[src/hw/pad_pkg.sv]
package pad_pkg;

  // ************************************************************
  // pad count and select encoding
  // ************************************************************

  // number of pads, one bit per pad in every group word
  localparam int unsigned N_IO = 8;

  // width of one per-pad mux select
  localparam int unsigned SEL_W = 2;

  // which peripheral group owns a pad
  // SEL_NONE leaves the pad tri-stated and is the reset value
  typedef enum logic [SEL_W-1:0] {
    SEL_PERIO  = 2'd0,
    SEL_APBIO  = 2'd1,
    SEL_FPGAIO = 2'd2,
    SEL_NONE   = 2'd3
  } pad_sel_e;

  // ************************************************************
  // group and pad bundles
  // ************************************************************

  // what one peripheral group drives toward the pads
  // bit i of out and oe belongs to pad i
  typedef struct packed {
    logic [N_IO-1:0] out;
    logic [N_IO-1:0] oe;
  } grp_drive_t;

  // one select per pad, entry i controls pad i
  typedef pad_sel_e [N_IO-1:0] pad_sel_vec_t;

endpackage

[src/hw/cfg_pkg.sv]
package cfg_pkg;

  // ************************************************************
  // configuration write port
  // ************************************************************

  // width of the pad address in a configuration write
  localparam int unsigned PAD_W = $clog2(pad_pkg::N_IO);

  // default depth of the req and reset synchronizers
  // two flops are enough for the board reference clock
  localparam int unsigned SYNC_STAGES_DEF = 2;

  // data of one configuration write
  // held stable by the requester while req or ack is high
  typedef struct packed {
    logic [PAD_W-1:0]  pad;
    pad_pkg::pad_sel_e sel;
  } cfg_req_t;

  // handshake order seen from the register bank
  //  1. requester sets data, then raises req
  //  2. synchronized req rises, bank writes the select and raises ack
  //  3. requester drops req once ack is seen
  //  4. synchronized req falls, bank drops ack
  // a new write may start only after ack is low again

endpackage

[src/hw/clk_rst_gen.sv]
`timescale 1ns/1ns

module clk_rst_gen #(
  parameter int unsigned SLOW_DIV    = 4,
  parameter int unsigned SYNC_STAGES = cfg_pkg::SYNC_STAGES_DEF
) (
  input  logic ref_clk_i,
  input  logic rst_n_i,
  output logic rst_n_o,
  output logic slow_clk_o
);

  // half period of the slow clock in reference cycles
  localparam int unsigned HALF_DIV = SLOW_DIV / 2;
  // counter must be at least one bit wide even for a divide by two
  localparam int unsigned CNT_W    = (HALF_DIV > 1) ? $clog2(HALF_DIV) : 1;
  localparam logic [CNT_W-1:0] CNT_MAX = CNT_W'(HALF_DIV - 1);

  // ************************************************************
  // reset release synchronizer
  // ************************************************************

  logic [SYNC_STAGES-1:0] rst_sync_q;

  // assertion is immediate, release walks through the chain
  // a one enters at stage 0 and reaches the last stage
  // on the SYNC_STAGES-th edge after rst_n_i goes high
  always_ff @(posedge ref_clk_i or negedge rst_n_i) begin
    if (!rst_n_i) begin
      rst_sync_q <= '0;
    end else begin
      rst_sync_q[0] <= 1'b1;
      for (int k = 1; k < SYNC_STAGES; k++) begin
        rst_sync_q[k] <= rst_sync_q[k-1];
      end
    end
  end

  // synchronized reset for the rest of the safe domain
  assign rst_n_o = rst_sync_q[SYNC_STAGES-1];

  // ************************************************************
  // slow clock divider
  // ************************************************************

  logic [CNT_W-1:0] div_cnt_q;
  logic             slow_clk_q;

  // runs on the synchronized reset so the first high phase
  // always starts HALF_DIV cycles after release
  always_ff @(posedge ref_clk_i or negedge rst_n_o) begin
    if (!rst_n_o) begin
      div_cnt_q  <= '0;
      slow_clk_q <= 1'b0;
    end else if (div_cnt_q == CNT_MAX) begin
      // end of a half period, flip the output
      div_cnt_q  <= '0;
      slow_clk_q <= ~slow_clk_q;
    end else begin
      div_cnt_q <= div_cnt_q + 1'b1;
    end
  end

  // registered output, glitch free
  assign slow_clk_o = slow_clk_q;

endmodule

[src/hw/pad_mux_regs.sv]
`timescale 1ns/1ns

module pad_mux_regs #(
  parameter int unsigned SYNC_STAGES = cfg_pkg::SYNC_STAGES_DEF
) (
  input  logic                  ref_clk_i,
  // synchronized reset from clk_rst_gen
  input  logic                  rst_n_i,
  // configuration port, req level is asynchronous to ref_clk_i
  input  cfg_pkg::cfg_req_t     cfg_req_i,
  input  logic                  cfg_req_valid_i,
  output logic                  cfg_ack_o,
  // one mux select per pad toward pad_control
  output pad_pkg::pad_sel_vec_t pad_sel_o
);

  import pad_pkg::*;

  // ************************************************************
  // req synchronizer
  // ************************************************************

  logic [SYNC_STAGES-1:0] req_sync_q;
  logic                   req_sync;

  // plain level synchronizer
  // req is a slow four-phase level, no pulse can be lost
  always_ff @(posedge ref_clk_i or negedge rst_n_i) begin
    if (!rst_n_i) begin
      req_sync_q <= '0;
    end else begin
      req_sync_q[0] <= cfg_req_valid_i;
      for (int k = 1; k < SYNC_STAGES; k++) begin
        req_sync_q[k] <= req_sync_q[k-1];
      end
    end
  end

  // last stage is the req level in the ref_clk_i domain
  assign req_sync = req_sync_q[SYNC_STAGES-1];

  // ************************************************************
  // ack generation
  // ************************************************************

  logic ack_q;
  logic req_rise;

  // ack follows the synchronized req one edge later
  // rises SYNC_STAGES+1 edges after req, falls the same way
  always_ff @(posedge ref_clk_i or negedge rst_n_i) begin
    if (!rst_n_i) begin
      ack_q <= 1'b0;
    end else begin
      ack_q <= req_sync;
    end
  end

  // new request seen but not yet acknowledged
  // true for exactly one cycle per write
  assign req_rise = req_sync & ~ack_q;

  assign cfg_ack_o = ack_q;

  // ************************************************************
  // per-pad select registers
  // ************************************************************

  pad_sel_vec_t pad_sel_q;

  // data is sampled only here, where req has been high for
  // SYNC_STAGES cycles and the requester keeps it stable
  // select changes on the same edge that raises ack
  always_ff @(posedge ref_clk_i or negedge rst_n_i) begin
    if (!rst_n_i) begin
      for (int p = 0; p < N_IO; p++) begin
        pad_sel_q[p] <= SEL_NONE;
      end
    end else if (req_rise) begin
      pad_sel_q[cfg_req_i.pad] <= cfg_req_i.sel;
    end
  end

  assign pad_sel_o = pad_sel_q;

endmodule

[src/hw/pad_control.sv]
`timescale 1ns/1ns

module pad_control (
  // per-pad mux selects from the register bank
  input  pad_pkg::pad_sel_vec_t         pad_sel_i,

  // group drives toward the pads
  input  pad_pkg::grp_drive_t           perio_drv_i,
  input  pad_pkg::grp_drive_t           apbio_drv_i,
  input  pad_pkg::grp_drive_t           fpgaio_drv_i,

  // pad side
  input  logic [pad_pkg::N_IO-1:0]      io_in_i,
  output logic [pad_pkg::N_IO-1:0]      io_out_o,
  output logic [pad_pkg::N_IO-1:0]      io_oe_o,

  // pad inputs steered back to the groups
  output logic [pad_pkg::N_IO-1:0]      perio_in_o,
  output logic [pad_pkg::N_IO-1:0]      apbio_in_o,
  output logic [pad_pkg::N_IO-1:0]      fpgaio_in_o
);

  import pad_pkg::*;

  // ************************************************************
  // output path, group to pad
  // ************************************************************

  // purely combinational, a select or drive change
  // reaches the pad in the same cycle
  always_comb begin
    // unused pads stay tri-stated with a low output
    io_out_o = '0;
    io_oe_o  = '0;
    for (int i = 0; i < N_IO; i++) begin
      case (pad_sel_i[i])
        SEL_PERIO: begin
          io_out_o[i] = perio_drv_i.out[i];
          io_oe_o[i]  = perio_drv_i.oe[i];
        end
        SEL_APBIO: begin
          io_out_o[i] = apbio_drv_i.out[i];
          io_oe_o[i]  = apbio_drv_i.oe[i];
        end
        SEL_FPGAIO: begin
          io_out_o[i] = fpgaio_drv_i.out[i];
          io_oe_o[i]  = fpgaio_drv_i.oe[i];
        end
        default: begin
          // SEL_NONE
          io_out_o[i] = 1'b0;
          io_oe_o[i]  = 1'b0;
        end
      endcase
    end
  end

  // ************************************************************
  // input path, pad to group
  // ************************************************************

  // pad i only ever lands on bit i of the selected group
  // the other two groups see zero on that bit
  always_comb begin
    perio_in_o  = '0;
    apbio_in_o  = '0;
    fpgaio_in_o = '0;
    for (int i = 0; i < N_IO; i++) begin
      case (pad_sel_i[i])
        SEL_PERIO: begin
          perio_in_o[i] = io_in_i[i];
        end
        SEL_APBIO: begin
          apbio_in_o[i] = io_in_i[i];
        end
        SEL_FPGAIO: begin
          fpgaio_in_o[i] = io_in_i[i];
        end
        default: begin
          // deselected pad, input is dropped for every group
          perio_in_o[i]  = 1'b0;
          apbio_in_o[i]  = 1'b0;
          fpgaio_in_o[i] = 1'b0;
        end
      endcase
    end
  end

endmodule

[src/hw/safe_domain.sv]
`timescale 1ns/1ns

module safe_domain #(
  parameter int unsigned SLOW_DIV    = 4,
  parameter int unsigned SYNC_STAGES = cfg_pkg::SYNC_STAGES_DEF
) (
  input  logic                     ref_clk_i,
  input  logic                     rst_n_i,
  // synchronized reset for the rest of the SoC
  output logic                     rst_n_o,
  output logic                     slow_clk_o,

  // ************************************************************
  // configuration port
  // ************************************************************
  input  cfg_pkg::cfg_req_t        cfg_req_i,
  input  logic                     cfg_req_valid_i,
  output logic                     cfg_ack_o,

  // ************************************************************
  // peripheral groups
  // ************************************************************
  input  pad_pkg::grp_drive_t      perio_drv_i,
  input  pad_pkg::grp_drive_t      apbio_drv_i,
  input  pad_pkg::grp_drive_t      fpgaio_drv_i,
  output logic [pad_pkg::N_IO-1:0] perio_in_o,
  output logic [pad_pkg::N_IO-1:0] apbio_in_o,
  output logic [pad_pkg::N_IO-1:0] fpgaio_in_o,

  // pads
  input  logic [pad_pkg::N_IO-1:0] io_in_i,
  output logic [pad_pkg::N_IO-1:0] io_out_o,
  output logic [pad_pkg::N_IO-1:0] io_oe_o
);

  import pad_pkg::*;

  // selects from the register bank to the pad mux
  pad_sel_vec_t pad_sel;

  // reset release and slow clock
  clk_rst_gen #(
    .SLOW_DIV    (SLOW_DIV),
    .SYNC_STAGES (SYNC_STAGES)
  ) u_clk_rst_gen (
    .ref_clk_i  (ref_clk_i),
    .rst_n_i    (rst_n_i),
    .rst_n_o    (rst_n_o),
    .slow_clk_o (slow_clk_o)
  );

  // bank runs on the synchronized reset
  pad_mux_regs #(
    .SYNC_STAGES (SYNC_STAGES)
  ) u_pad_mux_regs (
    .ref_clk_i       (ref_clk_i),
    .rst_n_i         (rst_n_o),
    .cfg_req_i       (cfg_req_i),
    .cfg_req_valid_i (cfg_req_valid_i),
    .cfg_ack_o       (cfg_ack_o),
    .pad_sel_o       (pad_sel)
  );

  pad_control u_pad_control (
    .pad_sel_i    (pad_sel),
    .perio_drv_i  (perio_drv_i),
    .apbio_drv_i  (apbio_drv_i),
    .fpgaio_drv_i (fpgaio_drv_i),
    .io_in_i      (io_in_i),
    .io_out_o     (io_out_o),
    .io_oe_o      (io_oe_o),
    .perio_in_o   (perio_in_o),
    .apbio_in_o   (apbio_in_o),
    .fpgaio_in_o  (fpgaio_in_o)
  );

endmodule

[config.mk]
export PLATFORM = sky130hd
export DESIGN_NAME = safe_domain
export DESIGN_NICKNAME = d
export VERILOG_FILES = /design/src/hw/pad_pkg.sv /design/src/hw/cfg_pkg.sv /design/src/hw/clk_rst_gen.sv /design/src/hw/pad_mux_regs.sv /design/src/hw/pad_control.sv /design/src/hw/safe_domain.sv
export SDC_FILE = /design/constraint.sdc
export NUM_CORES = 1
export LEC_CHECK = 0
export ABC_AREA = 1
export BUFFER_PORTS_ARGS = -buffer_cell sky130_fd_sc_hd__buf_2
export CAP_MARGIN = 15
export CORE_ASPECT_RATIO = 0.5
export CORE_MARGIN = 2
export CORE_UTILIZATION = 44
export DETAILED_ROUTE_END_ITERATION = 8
export PLACE_DENSITY = 0.92
export SYNTH_ARGS = -nofsm -noshare
export SYNTH_HDL_FRONTEND = slang
export SYNTH_SLANG_ARGS = --single-unit
export TNS_END_PERCENT = 50
[constraint.sdc]
create_clock -name ref_clk_i -period 1.7 [get_ports ref_clk_i]
set_clock_uncertainty 0.1 [all_clocks]
set_input_delay 0.085 -clock ref_clk_i [delete_from_list [all_inputs] [get_ports ref_clk_i]]
set_output_delay 0.085 -clock ref_clk_i [all_outputs]
set_load 0.02 [all_outputs]
==> impl_metrics.toml <==
[outcome]
run_status = "finished, final reports clean"

[floorplanning]
dieArea_sq_um = 3900
num_rows = 14
die_h_um = 45.2
ios = 107
start_util_pct = 47.8
die_x_um = 86.3
core_area_sq_um = 3120

[drt]
dr.pass1.iters = 4
drc_errors = 0
vias = 1924
ant_nets = 0
via_per_inst = 5.13
wire_per_inst_um = 11.7
drt_iter0_drc = 56
drt-total-wl_um = 4380

[pwr]
p_total_w = 0.00207
p_seq_share_pct = 40.4
p_int_w = 0.00119
power_frac_comb_pct = 43.0
switching_power_w = 0.000889
p_sw_share_pct = 42.9
peakVddDrop_mv = 0.682
p_leak_nw = 1.22
power_density_nw_per_um2 = 963
clkPwrFrac_pct = 16.6

[clock_tree]
clock_path_buffers = 2
cts_resized = 0
tritoncts = "built"
clk_pin_slew_ns = 0.08
cts.sinks = 23
cts-root-buf = "clkbuf_8"
post_cts_buffers = 0
cts-buffers-inserted = 3
clk_latency_ns = 0.27
h-tree-depth = 1
hold_buffers = 4

[critical_path]
crit_path_start_kind = "register"
crit_chain = "inv_1 > nor3_1 > buf_2"
slowest_delay_ns = 0.60
cp-end-kind = "output pin"
timing.critical_path.from = "u_pad_mux_regs.pad_sel_o[9]"
crit_type = "register to output pin"
cp.required_ns = 1.51
slowest_stage = "dfstp_2"
r2r-start = "u_pad_mux_regs.cfg_ack_o"
cp_max_fo = 7
critPathArrivalTime_ns = 1.36

[synth]
synth_fa_ha_area_share_pct = 0
synth-edff-count = 0
ys_types = 14
ys_seq_area_share_pct = 40.0
ys_seq_elements = 23
synthSimpleGateAreaFrac_pct = 48.4
synth.area.mux_share_pct = 0
synth_ff_type = "dfstp_2"
avgSynthCellArea_sq_um = 6.71
synth_compound_area_share_pct = 2.02
syn_inst = 222
syn-cell-area_sq_um = 1490
synth_top_area_share_pct = 28.2
yosysWarningCount = 0
yosysTopAreaCell = "dfstp_2"
synth_most_common_cell = "nand3_1"
synth_async_sr_flop_share_pct = 100
synthXorXnorAreaFrac_pct = 0.588
syn-num-nets = 286
yosys-top-cells-count = "nand3_1, nand2_1, inv_1"
synthTopCellsByArea = "dfstp_2, nand3_1, nand2_1"
synth_top_family_by_area = "simple AND/OR/NAND/NOR gates"

[global_route]
track_usage_pct = 22.6
gr-total-overflow = 0
grtUsageMet2_pct = 46.2
grt_pass1_vias = 1710
antenna_found_initial = 0
use_met1_pct = 24.3
grt_start_max_net_pins = 22
top_usage_layer = "met2"
grt_pass1_wl_um = 6850
grt_use_met3_pct = 4.75

[timing]
finalSetupTns_ns = 0
hold_ws_ns = 0.0120
rsz0062_at_grt = "false"
fin_crit_sh_pct = 91.1
finalMaxSlewViolations = 0
setup_viol = 0
fmax_mhz = 646
period_needed_ns = 1.55
hold_viol = 0

[finish]
post-route-util_pct = 69.1
diodes = 0
nets = 400
areaGrowthSynthToFinish_pct = 44.6
drive_above_1_share_pct = 39.1

[flow_run]
cap_violations = 0

[placed_design]
hpwl_um = 3570
io_buffers = 106
gp_congestion = 0.758

[worst_hold_path]
hold_path.class = "input pin to asynchronous set/reset pin"
worst max-delay path: cells and delay by family, from the launching register on:
family / cells / cell delay (ns)
flops: 1 / 0.60
buf+inv: 2 / 0.29
simple gates: 1 / 0.20
cells by family after synthesis:
kind of cell	after synthesis
AO/OA/AOI/OAI	6
XOR/XNOR	1
buffers and inverters	34
flip-flops	23
other	1
AND/OR/NAND/NOR	157
power groups by stage:
stage / clock network (W) / logic [W] / registers (W)
global placement: 0 / 0.000849 / 0.000831
CTS: 0.000348 / 0.000893 / 0.000834
detailed placement: 0 / 0.000883 / 0.000843
floorplan: 0 / 0.000586 / 0.000819
global route: 0.000373 / 0.000983 / 0.000862
finish: 0.000344 / 0.000892 / 0.000839
through the flow:
| step | instances | cell area [sq um] | worst slack, ns |
|---|---|---|---|
| after CTS | 375 | 2150 | 0.152 |
| after global placement | 367 | 2070 | 0.531 |
| after detailed placement | 367 | 2070 | 0.456 |
| after global routing | 375 | 2150 | 0.0529 |
| after floorplan | 222 | 1490 | 0.400 |
| final | 375 | 2150 | 0.151 |
registers in the layout (all words and copies together) (netlist names):
register,cells
u_clk_rst_gen.div_cnt_q,1
u_pad_mux_regs.cfg_ack_o,1
u_pad_mux_regs.req_sync_q,2
u_clk_rst_gen.slow_clk_o,1
u_clk_rst_gen.rst_sync_q,2
u_pad_mux_regs.pad_sel_o,16
cells in the final DEF, fill, tap and decap left out, drive strengths merged:
master and instances:
nor2 17, nand2 54, dfstp 16, buf 107, clkbuf 3, xor2 1
dlygate4sd3 4, clkinv 1, nor3 24, nand3 62, dfrtp 7, conb 1
o21ai 6, inv 32
final timing paths:
kind                            cells after the start  slack, ns                     endpoint
min in group ref_clk_i                              4       0.03  u_pad_mux_regs.pad_sel_o[8]
worst min register to register                      1       0.12     u_pad_mux_regs.cfg_ack_o
max in group asynchronous                           1       1.11  u_pad_mux_regs.pad_sel_o[6]
worst max-delay path                                3       0.15               fpgaio_in_o[4]
worst max register to register                      5       0.51  u_pad_mux_regs.pad_sel_o[5]
worst min-delay path                                2       0.01  u_clk_rst_gen.rst_sync_q[0]
layout make-up:
| type | instances | area [sq um] |
|---|---|---|
| sequential | 23 | 596 |
| tap | 40 | 50.0 |
| clock inverter | 1 | 5.00 |
| fill | 269 | 963 |
| multi-input combinational | 165 | 764 |
| inverter | 32 | 120 |
| clock buffer | 3 | 41.3 |
| timing repair buffer | 111 | 578 |
layer usage:
layer / wire length, um / vias to the layer above
met3: 258 / 4
li1: - / 956
met4: 38 / 0
met5: 0 / -
met2: 2310 / 61
met1: 1780 / 903
(Power assumes the default switching activity.)
